<file path="config.mk">
export PLATFORM = sky130hd
export DESIGN_NAME = fc_pe
export DESIGN_NICKNAME = d
export VERILOG_FILES = /design/src/hw/fc_pkg.sv /design/src/hw/fc_pe.sv
export SDC_FILE = /design/constraint.sdc
export NUM_CORES = 1
export LEC_CHECK = 0
export ABC_AREA = 1
export BUFFER_PORTS_ARGS = -buffer_cell sky130_fd_sc_hd__buf_2
export CORE_UTILIZATION = 57
export CTS_CLUSTER_SIZE = 25
export DETAILED_ROUTE_END_ITERATION = 8
export HOLD_SLACK_MARGIN = 0.08
export PLACE_DENSITY = 0.85
export RECOVER_POWER = 25
export SKIP_CTS_REPAIR_TIMING = 1
export SKIP_LAST_GASP = 1
export SLEW_MARGIN = 20
export SYNTH_ARGS = -nofsm -noshare
export SYNTH_HDL_FRONTEND = slang
export SYNTH_SLANG_ARGS = --single-unit
</file>
<file path="constraint.sdc">
create_clock -name clk -period 6.97 [get_ports clk]
set_input_delay 1.394 -clock clk [delete_from_list [all_inputs] [get_ports clk]]
set_output_delay 1.394 -clock clk [all_outputs]
set_load 0.02 [all_outputs]
</file>
<file path="src/hw/fc_pkg.sv">
/*
 * FC engine shared definitions
 * Datapath widths, command and state encodings, requantization constants
 */
`default_nettype none

package fc_pkg;

  // Datapath widths, four int8 elements per stream word
  localparam int LANES  = 4;
  localparam int DATA_W = 32;
  localparam int ELEM_W = 8;
  localparam int ACC_W  = 28;

  // Requantization
  // Bias aligns at bit 6, positive results saturate from bit 13 up
  localparam int BIAS_SHIFT = 6;
  localparam int SAT_BIT    = 13;

  // Host commands
  typedef enum logic [1:0] {
    cmd_load_feat = 2'd0,
    cmd_load_bias = 2'd1,
    cmd_run       = 2'd2
  } fc_cmd_t;

  // Controller states
  typedef enum logic [2:0] {
    st_idle      = 3'd0,
    st_load_feat = 3'd1,
    st_load_bias = 3'd2,
    st_run       = 3'd3,
    st_flush     = 3'd4
  } fc_state_t;

endpackage

`default_nettype wire

</file>
<file path="src/hw/fc_pe.sv">
/*
 * FC processing element
 * Three-stage signed 8x8 multiply-accumulate with feature pass-through
 */
`timescale 1ns/1ps
`default_nettype none

module fc_pe (
  input  logic                      clk,
  input  logic                      rstn,
  input  logic [fc_pkg::ELEM_W-1:0] in_feat,
  input  logic                      in_valid,
  input  logic                      in_first,
  input  logic                      in_last,
  input  logic [fc_pkg::ELEM_W-1:0] w,
  output logic [fc_pkg::ELEM_W-1:0] out_feat,
  output logic                      out_valid,
  output logic                      out_first,
  output logic                      out_last,
  output logic [fc_pkg::ACC_W-1:0]  acc,
  output logic                      acc_valid
);

  localparam int PROD_W = 2 * fc_pkg::ELEM_W;

  logic [fc_pkg::ELEM_W-1:0] mag_a;
  logic [fc_pkg::ELEM_W-1:0] mag_w;
  logic [PROD_W-1:0]         mag_q;
  logic                      sign_q;
  logic [PROD_W-1:0]         prod_q;
  logic [fc_pkg::ACC_W-1:0]  prod_ext;
  logic                      v1, f1, l1;
  logic                      v2, f2, l2;

  // Magnitudes, -128 maps to 8'h80 read as unsigned
  assign mag_a = in_feat[fc_pkg::ELEM_W-1] ? -in_feat : in_feat;
  assign mag_w = w[fc_pkg::ELEM_W-1] ? -w : w;
  assign prod_ext = {{(fc_pkg::ACC_W - PROD_W){prod_q[PROD_W-1]}}, prod_q};

  always_ff @(posedge clk) begin
    // Systolic pass-through
    out_feat  <= in_feat;
    out_first <= in_first;
    out_last  <= in_last;
    // Stage 1 unsigned product and sign
    mag_q  <= mag_a * mag_w;
    sign_q <= in_feat[fc_pkg::ELEM_W-1] ^ w[fc_pkg::ELEM_W-1];
    f1     <= in_first;
    l1     <= in_last;
    // Stage 2 signed product
    prod_q <= sign_q ? -mag_q : mag_q;
    f2     <= f1;
    l2     <= l1;
    // Stage 3 accumulate, wraps at ACC_W
    if (v2)
      acc <= f2 ? prod_ext : acc + prod_ext;
  end

  always_ff @(posedge clk) begin
    if (!rstn) begin
      out_valid <= 1'b0;
      v1        <= 1'b0;
      v2        <= 1'b0;
      acc_valid <= 1'b0;
    end else begin
      out_valid <= in_valid;
      v1        <= in_valid;
      v2        <= v1;
      acc_valid <= v2 & l2;
    end
  end

  // Every dot product spans more than one element
  a_first_last: assert property (@(posedge clk) disable iff (!rstn)
    in_valid |-> !(in_first && in_last));

endmodule

`default_nettype wire

</file>
# [Word-level counts from Yosys, hierarchy flattened]
# Cells that the tools add are included.
# W data, S select, Z words.
[totals] regBits=76 inputBits=21 out_inout_bits=40 elab_cells=23
[classes] addsub=4 mul=1 n_mux=4 bitwise_logic=2
[op_table] op="$add A28 B28 Y28" n=1
[op_table] op="$mux W28" n=1
[op_table] op="$mul A8 B8 Y16" n=1
[op_table] op="$mux W16" n=1
[op_table] op="$mux W8" n=2
[op_table] op="$neg A16 Y16" n=1
[op_table] op="$neg A8 Y8" n=2
[op_table] op="$and A1 B1 Y1" n=1
[op_table] op="$xor A1 B1 Y1" n=1

# [Logic depth before layout (Yosys ltp)]
[depth] depth_word=3 ltp_mapped=26 depth_no_buf=26

# [Worst setup path after synthesis]
# No wires, ideal clock.
[synth_path] path_kind="input to register" from="in w[0] (netlist bit)" to="reg mag_q[13]" arrival_time_ps=5538 path_slack_ps=1319 stages=22 path_cell_list="inv_2 -> ha_1 -> nand2_1 -> nor2_1 -> a21oi_1 -> xor2_2 -> inv_2 -> nor2_1 -> fa_1 -> fa_1 -> fa_1 -> inv_1 -> fa_1 -> inv_1 -> ha_1 -> a21oi_1 -> a21boi_1 -> o21ai_1 -> nand2_1 -> nand2_1 -> nand2_1 -> nand2_1"
[synth_via] elab_chain_len=3
[synth_rtl] item="from (decl)" line_no="fc_pe.sv:15" source="input logic [fc_pkg::ELEM_W-1:0] w,"
[synth_rtl] item="$neg A8 Y8" line_no="fc_pe.sv:37" source="assign mag_w = w[fc_pkg::ELEM_W-1] ? -w : w;"
[synth_rtl] item="$mux W8 (*)" line_no="fc_pe.sv:37"
[synth_rtl] item="$mul A8 B8 Y16 (*)" line_no="fc_pe.sv:46" source="mag_q <= mag_a * mag_w;"
[synth_rtl] item="to (signal assigned)" line_no="fc_pe.sv:46"
[synth_rtl] item="to (decl)" line_no="fc_pe.sv:28" source="logic [PROD_W-1:0] mag_q;"
# Every way passes the cells marked *; elsewhere a longest branch is shown, timed or not.
# A chain may end at the register's enable or synchronous reset.

# [Worst setup path in the final report]
[layout_path] from="in in_feat[0] (netlist bit)" to="reg mag_q[13]"
[layout_via] elab_chain_len=3
[layout_rtl] item="from (decl)" line_no="fc_pe.sv:11" source="input logic [fc_pkg::ELEM_W-1:0] in_feat,"
[layout_rtl] item="$neg A8 Y8" line_no="fc_pe.sv:36" source="assign mag_a = in_feat[fc_pkg::ELEM_W-1] ? -in_feat : in_feat;"
[layout_rtl] item="$mux W8 (*)" line_no="fc_pe.sv:36"
[layout_rtl] item="$mul A8 B8 Y16 (*)" line_no="fc_pe.sv:46"
# Marks and branches as above.

==> out/qor_table.md <==
| Quantity | Value | Unit |
|---|---|---|
| Run status | complete, but fails checks | - |
| Failing checks | max-capacitance violations, max-slew violations | - |
| Number of diodes | 0 | - |
| Net count after synthesis | 1,098 | - |
| Register area | 1800 | µm² |
| R2R Setup Slk | 4.56 | ns |
| Master cell of the clock root buffer | sky130_fd_sc_hd__clkbuf_16 | - |
| Starting utilization of the core area | 58.4 | % |
| Final routed wirelength across all metal layers | 16.0 | mm |
| Hold slack final | 0.350 | ns |
| Final weighted congestion in routability-driven placement | 0.946 | - |
| Leakage | 4.34 | nW |
| Number of warnings printed during yosys synthesis | 0 | - |
| CP arrival | 6.18 | ns |
| Clk slew on worst S/H paths | 0.07 | ns |
| Synthesized area per cell | 7.17 | µm² |
| Placed Cells incl. Taps | 1,175 | - |
| Vias after detailed routing | 6,177 | - |
| Chip Width | 113 | µm |
| Unrepaired setup endpoints after global routing | no | - |
| Fraction of the yosys area taken by sequential cells | 25.8 | % |
| Final std cells w/o fill | 1,191 | - |
| Die footprint | 12,700 | µm² |
| Pwr/cell area | 315 | nW/µm² |
| Number of enable flip-flop cells after synthesis | 28 | - |
| Crit path required time | 7.21 | ns |
| Maximum buffer depth of the clock tree | 2 | - |
| CTS buffer count | 9 | - |
| End point of the critical path | mag_q[13]$_DFF_P_ | - |
| Buffers on Ports | 60 | - |
| Worst min-delay path class | register to register | - |
| Yosys top cell area share | 16.1 | % |
| Synth area leader | sky130_fd_sc_hd__nand2_1 | - |
| Depth of the CTS H-tree | 3 | - |
| Slew headroom | -14.1 | % |
| Final Util | 65.0 | % |
| Total congestion overflow after global routing | 0 | - |
| Largest net degree at the start of global routing | 30 | - |
| Final critical-path required period | 5.93 | ns |
| Worst-Margin Slew | 1.71 | ns |
| Drt drc | 0 | - |
| Depth of the worst register-to-register path | 11 | - |
| TritonCTS clock tree | yes | - |
| Initial antenna violation count | 0 | - |
| Antenna violation net count after detailed routing | 0 | - |
| Core ar. | 12,000 | µm² |
| Beginning of the worst register-to-register path | prod_q[15]$_DFF_P_ | - |
| CTS Sinks | 76 | - |
| Most common cell in the synthesized netlist | sky130_fd_sc_hd__nand2_1 | - |
| WL/cell | 13.4 | µm |
| Part of the cycle the worst path needs | 85.1 | % |
| Worst setup EP type | register | - |
| Register bit total from synthesis | 76 | - |
| Commonest cells in the netlist | sky130_fd_sc_hd__nand2_1 (299), sky130_fd_sc_hd__inv_1 (181), sky130_fd_sc_hd__nor2_1 (87) | - |
| Worst Path Max Fanout | 7 | - |
| Y dimension of the die | 113 | µm |
| Max-Cap Viols | 1 | - |
| Top area cells in the synthesized netlist | sky130_fd_sc_hd__nand2_1 (16%), sky130_fd_sc_hd__dfxtp_1 (14%), sky130_fd_sc_hd__edfxtp_1 (12%) | - |
| Via count of the first global-routing pass | 6,061 | - |
| Number of inserted filler cells in the final layout | 1,024 | - |
| Area Growth Syn to Fin | 11.4 | % |
| Count of final hold-check violations | 0 | - |
| Skew-Pair Late Insertion Delay | 0.35 | ns |
| Overall global routing resource usage | 26.9 | % |
| Classification of the worst setup path | input pin to register | - |
| Final setup violation count | 0 | - |
| Share of final-layout standard cells stronger than drive strength 1 | 12.5 | % |
| Total Nets Final | 1,163 | - |
| Post-route clock skew | 0.0107 | ns |
| Async set-reset flop share out of synthesis | 0 | % |
| Post-synthesis cell count | 974 | - |
| Post-Syn Area | 6980 | µm² |
| Crit Reg-Reg Endpoint | acc[27]$_DFFE_PP_ | - |
| Kind of launch point of the worst setup path | input pin | - |
| Final-layout setup total negative slack | 0 | ns |
| Count of boundary I/O pins | 61 | - |
| Per-cell via count in the routed design | 5.19 | - |
| Critical path launch point | in_feat[0] | - |
| Total power | 2.45 | mW |
| Total count of max-transition violations in the final report | 30 | - |
| Footprint of the multi-input gates | 4420 | µm² |
| Row count | 40 | - |
| Detailed Route Iter0 Violations | 392 | - |
| Post-DP HPWL | 12.9 | mm |
| Count of unique library cells instantiated by Yosys | 41 | - |
| Highest clock rate | 0.169 | GHz |
| Max rail drop VDD | 0.000174 | V |
| First-pass GRT wire length | 27.1 | mm |
| Drt first pass iters | 5 | - |
| Most used flip-flop cell after synthesis | sky130_fd_sc_hd__dfxtp_1 | - |
[flip-flops by register name, indices dropped and copies added (netlist names)]
register / flops
l1: 1
f2: 1
sign_q: 1
l2: 1
v1: 1
v2: 1
mag_q: 16
f1: 1
prod_q: 16
out_feat: 8
acc: 28
acc_valid: 1
[cells in the final DEF (no fill, tap or decap), types with 3 or more instances in the layout]
| master | n |
|---|---|
| sky130_fd_sc_hd__dfxtp_1 | 48 |
| sky130_fd_sc_hd__o21ai_0 | 15 |
| sky130_fd_sc_hd__nand3_2 | 6 |
| sky130_fd_sc_hd__o2111ai_1 | 3 |
| sky130_fd_sc_hd__nand3b_1 | 9 |
| sky130_fd_sc_hd__ha_1 | 66 |
| sky130_fd_sc_hd__inv_2 | 8 |
| sky130_fd_sc_hd__nor3_2 | 4 |
| sky130_fd_sc_hd__fa_1 | 37 |
| sky130_fd_sc_hd__o21ai_1 | 9 |
| sky130_fd_sc_hd__nand2_1 | 299 |
| sky130_fd_sc_hd__xnor2_1 | 16 |
| sky130_fd_sc_hd__edfxtp_1 | 28 |
| sky130_fd_sc_hd__inv_1 | 181 |
| sky130_fd_sc_hd__or2_2 | 4 |
| sky130_fd_sc_hd__buf_2 | 60 |
| sky130_fd_sc_hd__clkbuf_16 | 9 |
| sky130_fd_sc_hd__nor2_1 | 87 |
| sky130_fd_sc_hd__nor2_2 | 8 |
| sky130_fd_sc_hd__nand3_1 | 44 |
| sky130_fd_sc_hd__nand2_2 | 14 |
| sky130_fd_sc_hd__or2_1 | 3 |
| sky130_fd_sc_hd__xor2_1 | 15 |
| sky130_fd_sc_hd__nor3_1 | 3 |
| sky130_fd_sc_hd__a21oi_1 | 34 |
| sky130_fd_sc_hd__nand4_1 | 6 |
[cell families after synthesis]
family | after synthesis | synth area share, %
compound gates | 66 | 5.09
xor+xnor | 34 | 4.75
fa+ha+maj | 103 | 22.4
buf+inv | 199 | 10.9
flops | 76 | 25.8
simple gates | 496 | 31.0
[worst min-delay path by stage]
stage,startpoint,endpoint,slack (ns),cells past startpoint
2_1_floorplan,mag_q[0]$_DFF_P_,prod_q[0]$_DFF_P_,0.33,0
3_3_place_gp,f1$_DFF_P_,f2$_DFF_P_,0.33,0
3_5_place_dp,l1$_DFF_P_,l2$_DFF_P_,0.34,0
4_1_cts,l1$_DFF_P_,l2$_DFF_P_,0.35,0
5_1_grt,mag_q[0]$_DFF_P_,prod_q[0]$_DFF_P_,0.36,0
6_report,l1$_DFF_P_,l2$_DFF_P_,0.35,0
[area by class of cell]
| cell class | count | share of cell area, % |
|---|---|---|
| multi-input cells | 699 | 56.8 |
| flip-flops and latches | 76 | 23.2 |
| inverters | 191 | 9.22 |
| repair buffers | 62 | 4.01 |
| clock buffers | 9 | 2.90 |
| well taps | 147 | 2.37 |
| clock inverters | 7 | 1.50 |
[metrics by stage]
stage	cell area, µm²	worst slack, ns
2_1_floorplan	6980	1.32
3_5_place_dp	7440	0.698
3_3_place_gp	7440	0.962
4_1_cts	7780	1.06
5_1_grt	7770	0.702
6_report	7770	1.04
[critical path, stage by stage]
cell and delay (ns):
sky130_fd_sc_hd__buf_2 0.14, sky130_fd_sc_hd__inv_1 0.20, sky130_fd_sc_hd__ha_1 0.20, sky130_fd_sc_hd__inv_1 0.06
sky130_fd_sc_hd__nor3_1 0.20, sky130_fd_sc_hd__nand3_1 0.11, sky130_fd_sc_hd__nand2_1 0.08, sky130_fd_sc_hd__or2_2 0.10
sky130_fd_sc_hd__nand2_1 0.11, sky130_fd_sc_hd__inv_1 0.17, sky130_fd_sc_hd__nor2_1 0.07, sky130_fd_sc_hd__fa_1 0.51
sky130_fd_sc_hd__fa_1 0.44, sky130_fd_sc_hd__fa_1 0.56, sky130_fd_sc_hd__inv_1 0.06, sky130_fd_sc_hd__fa_1 0.54
sky130_fd_sc_hd__inv_1 0.04, sky130_fd_sc_hd__ha_1 0.33, sky130_fd_sc_hd__a21oi_1 0.19, sky130_fd_sc_hd__a21boi_1 0.28
sky130_fd_sc_hd__o21ai_1 0.14, sky130_fd_sc_hd__nand2_1 0.09, sky130_fd_sc_hd__nand2_1 0.05, sky130_fd_sc_hd__nand2_1 0.06
sky130_fd_sc_hd__nand2_1 0.04
[power breakdown]
part           internal, mW  leakage, nW  switching, mW  total (mW)
logic                 0.464         3.52          0.803        1.27
clock network         0.324        0.167          0.216       0.540
registers             0.574        0.661         0.0711       0.645
[per-layer routing]
layer  part of all wire, %  global-route usage, %  vias to the layer above
met5                     0                      0                        -
met4                   1.9                   9.42                        0
met3                   4.9                   4.27                       26
met2                    50                   48.6                      173
met1                    43                   32.2                     2844
li1                      -                      -                     3134
No activity file was read; power rests on OpenSTA's default activity.
