<file path="src/hw/fc_pkg.sv">
/*
 * FC engine shared definitions
 * Datapath widths, command and state encodings, requantization constants
 */
`default_nettype none

package fc_pkg;

  // Datapath widths, four int8 elements per stream word
  localparam int LANES  = 4;
  localparam int DATA_W = 32;
  localparam int ELEM_W = 8;
  localparam int ACC_W  = 28;

  // Requantization
  // Bias aligns at bit 6, positive results saturate from bit 13 up
  localparam int BIAS_SHIFT = 6;
  localparam int SAT_BIT    = 13;

  // Host commands
  typedef enum logic [1:0] {
    cmd_load_feat = 2'd0,
    cmd_load_bias = 2'd1,
    cmd_run       = 2'd2
  } fc_cmd_t;

  // Controller states
  typedef enum logic [2:0] {
    st_idle      = 3'd0,
    st_load_feat = 3'd1,
    st_load_bias = 3'd2,
    st_run       = 3'd3,
    st_flush     = 3'd4
  } fc_state_t;

endpackage

`default_nettype wire

</file>
<file path="src/hw/fc_ctrl.sv">
/*
 * FC engine controller
 * Decodes host commands, counts load words and run beats, drives s_ready
 */
`timescale 1ns/1ps
`default_nettype none

module fc_ctrl #(
  parameter int FEAT_DEPTH  = 1024,
  parameter int GROUP_DEPTH = 256,
  localparam int MAX_CNT = (FEAT_DEPTH > fc_pkg::LANES * GROUP_DEPTH) ?
                           FEAT_DEPTH : fc_pkg::LANES * GROUP_DEPTH,
  localparam int SIZE_W  = $clog2(MAX_CNT + 1),
  localparam int ADDR_W  = $clog2(MAX_CNT / fc_pkg::LANES),
  localparam int IDX_W   = $clog2(FEAT_DEPTH)
) (
  input  logic                clk,
  input  logic                rstn,
  input  logic                start,
  input  fc_pkg::fc_cmd_t     cmd,
  input  logic [SIZE_W-1:0]   size,
  input  logic                s_valid,
  input  logic                held_full,
  input  logic                run_end,
  output logic                s_ready,
  output logic                feat_we,
  output logic                bias_we,
  output logic [ADDR_W-1:0]   wr_addr,
  output logic                beat,
  output logic [IDX_W-1:0]    elem,
  output logic                first,
  output logic                last,
  output logic                run_start
);

  localparam int GRP_W = $clog2(GROUP_DEPTH);

  fc_pkg::fc_state_t  state;
  logic [ADDR_W-1:0]  wcnt;
  logic [ADDR_W-1:0]  last_word;
  logic [IDX_W-1:0]   last_elem;
  logic [GRP_W-1:0]   grp;
  logic [GRP_W-1:0]   last_grp;
  logic               xfer;
  logic               accept;

  assign xfer   = s_valid & s_ready;
  assign accept = start && (state == fc_pkg::st_idle);

  // Loads take every word, a run stalls while the drain holds a word
  always_comb begin
    case (state)
      fc_pkg::st_load_feat,
      fc_pkg::st_load_bias: s_ready = 1'b1;
      fc_pkg::st_run:       s_ready = !held_full;
      default:              s_ready = 1'b0;
    endcase
  end

  assign feat_we   = xfer && (state == fc_pkg::st_load_feat);
  assign bias_we   = xfer && (state == fc_pkg::st_load_bias);
  assign wr_addr   = wcnt;
  assign beat      = xfer && (state == fc_pkg::st_run);
  assign first     = (elem == '0);
  assign last      = (elem == last_elem);
  assign run_start = accept && (cmd == fc_pkg::cmd_run);

  // Sizes captured with the command
  always_ff @(posedge clk) begin
    if (accept) begin
      last_word <= ADDR_W'((size >> 2) - 1'b1);
      if (cmd == fc_pkg::cmd_load_feat)
        last_elem <= IDX_W'(size - 1'b1);
      if (cmd == fc_pkg::cmd_load_bias)
        last_grp <= GRP_W'((size >> 2) - 1'b1);
    end
  end

  //////////////////////////////////////////////////
  // Command FSM and counters
  //////////////////////////////////////////////////
  always_ff @(posedge clk) begin
    if (!rstn) begin
      state <= fc_pkg::st_idle;
      wcnt  <= '0;
      elem  <= '0;
      grp   <= '0;
    end else begin
      case (state)
        fc_pkg::st_idle: begin
          if (start) begin
            wcnt <= '0;
            elem <= '0;
            grp  <= '0;
            case (cmd)
              fc_pkg::cmd_load_feat: state <= fc_pkg::st_load_feat;
              fc_pkg::cmd_load_bias: state <= fc_pkg::st_load_bias;
              fc_pkg::cmd_run:       state <= fc_pkg::st_run;
              default:               state <= fc_pkg::st_idle;
            endcase
          end
        end
        fc_pkg::st_load_feat,
        fc_pkg::st_load_bias: begin
          if (xfer) begin
            wcnt <= wcnt + 1'b1;
            if (wcnt == last_word)
              state <= fc_pkg::st_idle;
          end
        end
        fc_pkg::st_run: begin
          if (xfer) begin
            if (last) begin
              elem <= '0;
              grp  <= grp + 1'b1;
              // Last weight of the last group, wait for the output side
              if (grp == last_grp)
                state <= fc_pkg::st_flush;
            end else begin
              elem <= elem + 1'b1;
            end
          end
        end
        fc_pkg::st_flush: begin
          if (run_end)
            state <= fc_pkg::st_idle;
        end
        default: state <= fc_pkg::st_idle;
      endcase
    end
  end

  // Host only issues commands to an idle engine
  a_start_idle: assert property (@(posedge clk) disable iff (!rstn)
    start |-> state == fc_pkg::st_idle);

endmodule

`default_nettype wire

</file>
<file path="config.mk">
export PLATFORM = sky130hd
export DESIGN_NAME = fc_ctrl
export DESIGN_NICKNAME = d
export VERILOG_FILES = /design/src/hw/fc_pkg.sv /design/src/hw/fc_ctrl.sv
export SDC_FILE = /design/constraint.sdc
export NUM_CORES = 1
export LEC_CHECK = 0
export BUFFER_PORTS_ARGS = -buffer_cell sky130_fd_sc_hd__buf_4
export CORE_MARGIN = 2
export CORE_UTILIZATION = 52
export DETAILED_ROUTE_END_ITERATION = 16
export PLACE_DENSITY = 0.79
export SLEW_MARGIN = 20
export SYNTH_ARGS = -nofsm -noshare
export SYNTH_HDL_FRONTEND = slang
export SYNTH_SLANG_ARGS = --single-unit
</file>
<file path="constraint.sdc">
create_clock -name clk -period 2.8 [get_ports clk]
set_input_delay 0.42 -clock clk [delete_from_list [all_inputs] [get_ports clk]]
set_output_delay 0.42 -clock clk [all_outputs]
set_load 0.02 [all_outputs]
</file>
---- Word-level counts from Yosys, hierarchy flattened ----
Index checks and enable logic that the tools add are counted.
storage, ports and cells
  register bits ........................... 55
  input bits .............................. 19
  output and inout bits ................... 25
  logic and storage cells ................. 67
cells by class
  add/subtract/negate cells ............... 5
  eq/ne operators ......................... 16
  muxes and demuxes ....................... 20
  bitwise operators ....................... 1
  reductions and logical operators ........ 18
operator list
  cell                                                                    number
  8-bit two-way mux                                                       4
  8-bit one-hot mux with 2 select lines                                   2
  10-bit two-way mux                                                      3
  3-bit two-way mux                                                       7
  10-bit one-hot mux with 2 select lines                                  1
  8-bit by 1-bit adder with 8-bit output (second input constant)          2
  8-bit equality test                                                     2
  2-bit != test (second input constant)                                   6
  3-bit one-hot mux with 4 select lines                                   1
  10-bit by 1-bit adder with 10-bit output (second input constant)        1
  10-bit equality test                                                    1
  10-bit logical NOT                                                      1
  10-bit by 1-bit subtractor with 10-bit output (second input constant)   1
  8-bit by 1-bit subtractor with 8-bit output (second input constant)     1
  7-bit AND reduction                                                     1
  3-bit by 2-bit equality test with 1-bit output (second input constant)  2
  2-bit one-hot mux with 3 select lines                                   1
  3-bit AND reduction                                                     2
  1-bit logical AND                                                       5
  2-bit AND reduction                                                     2
  4-bit AND reduction                                                     1
  2-bit nonzero test                                                      2
  3-bit by 1-bit equality test with 1-bit output (second input constant)  1
  3-bit equality test (second input constant)                             1
  9 further kinds                                                         9

---- Logic depth before layout (Yosys ltp) ----
Gate-level depths: netlist (run 1).
  depth in word-level cells ............... 6
  mapped depth ............................ 7
  mapped depth without buffers ............ 6

---- Worst setup path after synthesis (run 1) ----
Ideal clock, no wire load.
  path type ............................... reg-to-reg
  start point ............................. register state[1]
  end point ............................... register last_elem[0] (enable)
  setup time .............................. 344 ps
  data arrival time ....................... 2239 ps
  required time ........................... 2456 ps
  slack ................................... 217 ps
  cell stages (with the launch flop) ...... 5
  path buffers ............................ 2
  clock period less this slack ............ 2583 ps
  cell sequence ........................... dfxtp_1 buf_6 clkbuf_1 nor4b_1 and2_1
between the ends
  longest elaborated chain between the ends .. 3
ends and longest elaborated chain
  item                                  RTL line       RTL
  from (decl)                           fc_ctrl.sv:38  fc_pkg::fc_state_t state;
  from (signal assigned)                fc_ctrl.sv:84  state <= fc_pkg::st_idle;
  from (signal assigned)                fc_ctrl.sv:96  fc_pkg::cmd_load_feat: state <= fc_pkg::st_load_feat;
  from (signal assigned)                fc_ctrl.sv:97  fc_pkg::cmd_load_bias: state <= fc_pkg::st_load_bias;
  3-bit logical NOT                     fc_ctrl.sv:48  assign accept = start && (state == fc_pkg::st_idle);
  1-bit logical AND                     fc_ctrl.sv:48
  net accept                            fc_ctrl.sv:45  logic accept;
  2-bit AND reduction (no source line)  n/a
  to (signal assigned)                  fc_ctrl.sv:73  last_elem <= IDX_W'(size - 1'b1);
  to (decl)                             fc_ctrl.sv:41  logic [IDX_W-1:0] last_elem;
The timed path passes the listed nets, and every way through them passes these cells.
A chain may end at the register's enable or synchronous reset.

---- Worst setup path after layout (run 1) ----
  start point ............................. register elem[7]
  end point ............................... output last
between the ends
  longest elaborated chain between the ends .. 1
ends and longest elaborated chain
  item                    RTL line        RTL
  from (decl)             fc_ctrl.sv:30   output logic [IDX_W-1:0] elem,
  from (signal assigned)  fc_ctrl.sv:120  elem <= elem + 1'b1;
  10-bit equality test    fc_ctrl.sv:65   assign last = (elem == last_elem);
  to (decl)               fc_ctrl.sv:32   output logic last,
Every way passes these cells.

==> results of run 1 <==
-- routing by layer --
metal,part of all wire (%),wire [microns]
met3,4.1,262
met1,46,2890
met4,1.5,94
met5,0,0
met2,49,3080
-- final cells by class --
type	count	area, sq um	area share (%)
Sequential cell	55	1360	38.7
Multi-Input combinational cell	226	1570	44.5
Tap cell	72	90.1	2.56
Clock inverter	3	47.5	1.35
Inverter	17	63.8	1.81
Clock buffer	5	68.8	1.96
Timing Repair Buffer	43	323	9.17
-- power by group through the flow --
stage | clock (W) | sequential (W) | combinational (W)
finish | 0.000532 | 0.00101 | 0.000502
global route | 0.000571 | 0.00103 | 0.000555
CTS | 0.000539 | 0.00101 | 0.000497
detailed placement | 0 | 0.00103 | 0.000493
global placement | 0 | 0.00103 | 0.000484
floorplan | 0 | 0.000982 | 0.000380
-- cells in the final DEF, fill, tap and decap left out, types with 5 or more instances in the layout --
| master | instances |
|---|---|
| xor2_1 | 44 |
| buf_4 | 43 |
| dfxtp_1 | 29 |
| edfxtp_1 | 26 |
| nor2_1 | 25 |
| nand2_1 | 19 |
| inv_1 | 17 |
| nor4_1 | 11 |
| o21ai_0 | 10 |
| ha_1 | 10 |
| nand3_1 | 9 |
| a21oi_1 | 9 |
| nand4_1 | 7 |
| xnor2_1 | 6 |
| and3_1 | 6 |
| nor3_1 | 5 |
| clkbuf_8 | 5 |
-- worst min path at each step --
| stage | start | depth (start not counted) | endpoint |
|---|---|---|---|
| floorplan | grp[5] | 1 | grp[5] |
| global placement | grp[1] | 2 | grp[1] |
| detailed placement | grp[5] | 1 | grp[5] |
| CTS | size[0] | 2 | last_elem[0] |
| global route | size[0] | 2 | last_elem[0] |
| finish | size[0] | 2 | last_elem[0] |
-- flip-flops by register name, indices dropped and copies added (netlist names) --
name       count
elem          10
last_elem     10
grp            8
last_grp       8
last_word      8
wr_addr        8
state          3
-- logic make-up after synthesis --
logic type	share of synthesized area, %
simple gates	21.8
flops	44.9
xor+xnor	14.4
compound gates	9.99
buf+inv	3.67
fa+ha+maj	4.13
mux	1.03
-- through the flow --
stage / hold WS (ns) / std cells / total power, W
final: 0.424 / 421 / 0.00205
after global routing: 0.424 / 421 / 0.00215
after floorplan: 0.470 / 308 / 0.00136
after CTS: 0.414 / 421 / 0.00205
after detailed placement: 0.515 / 413 / 0.00153
after global placement: 0.507 / 413 / 0.00151
==> results.sh, run 1 <==
export IMPL_ys_top_cells_by_count="xor2_1 (44), dfxtp_1 (29), edfxtp_1 (26)"
export IMPL_drt_iter0_drc=138
export IMPL_cp_endpoint="last"
export IMPL_detailedPlacementHpwl_mm=4.74
export IMPL_drive_gt1_share_pct=17.5
export IMPL_grt_use_total_pct=20.8
export IMPL_die_x_microns=80.4
export IMPL_slew_viol_final=0
export IMPL_yosysMostFrequentCell="xor2_1"
export IMPL_synth_seq_cells=55
export IMPL_intPower_w=0.00139
export IMPL_place_area_sq_um=3400
export IMPL_synth_cell_types=51
export IMPL_p_leak_nw=1.43
export IMPL_fmax_mhz=439
export IMPL_slowest_stage="dfxtp_1"
export IMPL_seqPwrFrac_pct=49.5
export IMPL_ios=44
export IMPL_ir_drop_mv=0.343
export IMPL_worst_pin_slew_ns=0.615
export IMPL_nets=377
export IMPL_use_met3_pct=3.93
export IMPL_synth_edf_count=26
export IMPL_cp_cell_sequence="xor2_1 -> nor4_2 -> nand3_2 -> inv_1 -> buf_4"
export IMPL_r2r_start="state[1]"
export IMPL_synthesis_area_sq_um=3030
export IMPL_use_met1_pct=27.8
export IMPL_yosys_top_cells_area="edfxtp_1 (26%), dfxtp_1 (19%), xor2_1 (13%)"
export IMPL_r2r_end="elem[0]"
export IMPL_swShare_pct=32.0
export IMPL_critPathKind="reg2out"
export IMPL_timing_critical_path_buf_inv=2
export IMPL_cap_violations=0
export IMPL_fin_skew_ns=0.00509
export IMPL_cts_sinks=55
export IMPL_p_per_area_nw_per_um2=582
export IMPL_layout_setup_ws_ns=0.520
export IMPL_slowest_delay_ns=0.48
export IMPL_grt_pass1_vias=2217
export IMPL_routed_wl_mm=6.33
export IMPL_clk_latency_ns=0.31
export IMPL_wl_per_cell_microns=15.0
export IMPL_avgSynthCellArea_sq_um=9.84
export IMPL_crit_start="elem[7]"
export IMPL_gp_congestion=0.883
export IMPL_rows=27
export IMPL_clockBufferDepth=2
export IMPL_top_usage_layer="met2"
export IMPL_layout_area_overhead_vs_synth_pct=16.1
export IMPL_postCtsSetupBuffers=0
export IMPL_hold_class="in2reg"
export IMPL_ant_nets=0
export IMPL_dr_pass1_iters=4
export IMPL_period_minus_slack_ns=2.28
export IMPL_design_area_sq_um=3520
export IMPL_p_sw_w=0.000656
export IMPL_async_flop_share_pct=0
export IMPL_finalSetupTns_ns=0
export IMPL_hold_violations=0
export IMPL_use_met2_pct=33.6
export IMPL_outcome="finished, final reports clean"
export IMPL_grt_max_degree=21
export IMPL_period_share_pct=81.4
export IMPL_cp_max_fo=6
export IMPL_cts_tree="built"
export IMPL_synthesis_yosys_warnings=0
export IMPL_overflow=0
export IMPL_syn_instance_count=308
export IMPL_relSlewSlack_pct=58.9
export IMPL_synth_ff_type="dfxtp_1"
export IMPL_die_area_sq_um=6460
export IMPL_antenna_found_initial=0
export IMPL_critPathArrivalTime_ns=1.86
export IMPL_synth_fp_nets=337
export IMPL_vias_per_cell=5.67
export IMPL_p_comb_share_pct=24.5
export IMPL_cts_max_level=2
export IMPL_diodes=0
export IMPL_drc_errors=0
export IMPL_postLayoutCoreUtil_pct=63.1
export IMPL_pre_cts_ws_ns=0.774
export IMPL_grt_pass1_wl_mm=10.4
export IMPL_cp_end_kind="output port"
export IMPL_cts_root_buf="clkbuf_8"
export IMPL_ctsResizeCount=0
export IMPL_startpoint_type="flop"
export IMPL_cts_buffers=5
export IMPL_num_fill_cells=466
export IMPL_yosys_area_top_type="edfxtp_1"
export IMPL_start_util_pct=54.4
export IMPL_required_ns=2.38
export IMPL_cts_hold_buf=0
export IMPL_cp_num_cells=5
export IMPL_ff2ff_path_depth=5
export IMPL_die_h_microns=80.4
export IMPL_ff2ff_setup_slack_ns=0.70
export IMPL_rsz0062_at_grt="no"
export IMPL_clkTransAtPathRegs_ns=0.10
export IMPL_vias=2387
export IMPL_core_area_sq_um=5570
export IMPL_setup_violations=0
export IMPL_crit_family="simple AND/OR/NAND/NOR gates"
export IMPL_ys_seq_area_share_pct=44.9
export IMPL_port_buffers=42
export IMPL_synth_top_area_share_pct=25.8
export IMPL_p_clk_share_pct=26.0
No activity file was read; power rests on OpenSTA's default activity.
==> run 2, diff against run 1 <==
--- a/config.mk
+++ b/config.mk
@@ -7,7 +7,7 @@
 export LEC_CHECK = 0
 export BUFFER_PORTS_ARGS = -buffer_cell sky130_fd_sc_hd__buf_4
 export CORE_MARGIN = 2
-export CORE_UTILIZATION = 52
+export CORE_UTILIZATION = 55
 export DETAILED_ROUTE_END_ITERATION = 16
 export PLACE_DENSITY = 0.79
 export SLEW_MARGIN = 20
==> constraint.sdc (replaced) <==
create_clock -name clk -period 2.21 [get_ports clk]
set_input_delay 0.3315 -clock clk [delete_from_list [all_inputs] [get_ports clk]]
set_output_delay 0.3315 -clock clk [all_outputs]
set_load 0.02 [all_outputs]
==> run 2 against run 1 <==
Routed wire length shrank 2.1%. Sequential share of layout area shrank 0.56 points. Die area fell by 5.2%. Cell area increased by 1.6%. Non-clock buffer count grew 8. Hold slack got worse by 0.096 ns. Critical path type unchanged.
==> results.sh, run 2 (synthesis gave the netlist of run 1 again) <==
export IMPL_postCtsSetupBuffers=0
export IMPL_design_area_sq_um=3570
export IMPL_pre_cts_ws_ns=0.176
export IMPL_relSlewSlack_pct=59.9
export IMPL_cts_root_buf="clkbuf_8"
export IMPL_final_cell_mix="buf_4 (51), xor2_1 (44), dfxtp_1 (28)"
export IMPL_ir_drop_mv=0.531
export IMPL_nets=385
export IMPL_grt_pass1_vias=2186
export IMPL_cap_violations=0
export IMPL_antenna_found_initial=0
export IMPL_clk_latency_ns=0.30
export IMPL_largest_registers="elem x10, last_elem x10"
export IMPL_vias_per_cell=5.55
export IMPL_cts_sinks=55
export IMPL_layout_commonest_cell="buf_4"
export IMPL_required_ns=1.88
export IMPL_layout_setup_ws_ns=0.111
export IMPL_start_util_pct=56.1
export IMPL_outcome="finished, final reports clean"
export IMPL_layout_area_overhead_vs_synth_pct=17.9
export IMPL_hold_violations=0
export IMPL_place_area_sq_um=3460
export IMPL_core_area_sq_um=5410
export IMPL_ios=44
export IMPL_rows=27
export IMPL_fmax_mhz=476
export IMPL_diodes=0
export IMPL_critPathKind="reg2out"
export IMPL_die_x_microns=78.2
export IMPL_grt_use_total_pct=21.1
export IMPL_drt_iter0_drc=185
export IMPL_startpoint_type="flop"
export IMPL_detailedPlacementHpwl_mm=4.77
export IMPL_port_buffers=42
export IMPL_grt_pass1_wl_mm=10.2
export IMPL_routed_wl_mm=6.20
export IMPL_fin_skew_ns=0.00386
export IMPL_critPathArrivalTime_ns=1.77
export IMPL_overflow=0
export IMPL_drc_errors=0
export IMPL_cp_max_fo=6
export IMPL_ant_nets=0
export IMPL_worst_pin_slew_ns=0.601
export IMPL_rsz0062_at_grt="yes"
export IMPL_die_area_sq_um=6120
export IMPL_clockBufferDepth=2
export IMPL_vias=2379
export IMPL_cts_tree="built"
export IMPL_period_share_pct=95.0
export IMPL_drive_gt1_share_pct=19.6
export IMPL_p_leak_nw=1.46
export IMPL_grt_max_degree=21
export IMPL_period_minus_slack_ns=2.10
export IMPL_hold_class="in2reg"
export IMPL_p_per_area_nw_per_um2=700
export IMPL_clkTransAtPathRegs_ns=0.10
export IMPL_cp_end_kind="output port"
export IMPL_wl_per_cell_microns=14.4
export IMPL_cts_buffers=5
export IMPL_setup_violations=0
export IMPL_slew_viol_final=0
export IMPL_gp_congestion=0.805
export IMPL_dr_pass1_iters=4
export IMPL_cts_max_level=2
export IMPL_die_h_microns=78.2
export IMPL_finalSetupTns_ns=0
==> run 2: cell count changes in the layout (fill, tap and decap cells not counted), sizes merged <==
cell | before | now
clkinvlp | 0 | 2
bufinv | 1 | 0
buf | 43 | 51
clkinv | 1 | 0
==> run 2: final timing paths <==
| check | from | end | slack, ns | cells after the start |
|---|---|---|---|---|
| hold / removal | size[0] | last_elem[3] | 0.33 | 3 |
| hold reg to reg | grp[5] | grp[5] | 0.53 | 1 |
| setup / recovery | last_elem[7] | last | 0.11 | 5 |
| setup reg to reg | state[2] | state[2] | 0.29 | 5 |
==> run 2: area by class of cell <==
class                           count  area (sq um)
Clock buffer                        5          68.8
Clock inverter                      3          23.8
Fill cell                         443          1830
Inverter                           17          63.8
Multi-Input combinational cell    226          1580
Sequential cell                    55          1360
Tap cell                           72          90.1
Timing Repair Buffer               51           383
==> run 2: critical path: stages (launching register included) <==
cell      delay [ns]
edfxtp_1        0.39
xor2_1          0.17
nor4_4          0.38
nand3_2         0.22
inv_1           0.15
buf_4           0.16
==> run 2: what timing repair did <==
item	in CTS	in global routing
gates resized for setup	1	2
hold buffers	0	0
pin swaps	0	0
setup endpoints to repair	1	6
==> run 2: power breakdown <==
group	switching (W)	internal [W]	leakage, nW
clock	0.000337	0.000227	0.0408
sequential	0.000104	0.00118	0.476
combinational	0.000391	0.000266	0.941
total	0.000831	0.00167	1.46
==> run 2: stage by stage <==
stage | util (%) | hold WS [ns] | std cells | power (W)
global placement | 64.1 | 0.499 | 421 | 0.00194
detailed placement | 64.1 | 0.519 | 421 | 0.00195
finish | 66.1 | 0.328 | 429 | 0.00250
floorplan | - | 0.470 | 308 | 0.00173
CTS | 65.9 | 0.325 | 429 | 0.00251
global route | 66.1 | 0.329 | 429 | 0.00264
==> run 2: per-layer routing <==
layer	wire length, microns	global-route usage (%)	vias to the layer above
li1	-	-	1199
met1	2920	28.6	1117
met2	2950	34.6	53
met3	227	3.22	10
met4	106	7.37	0
met5	0	0	-
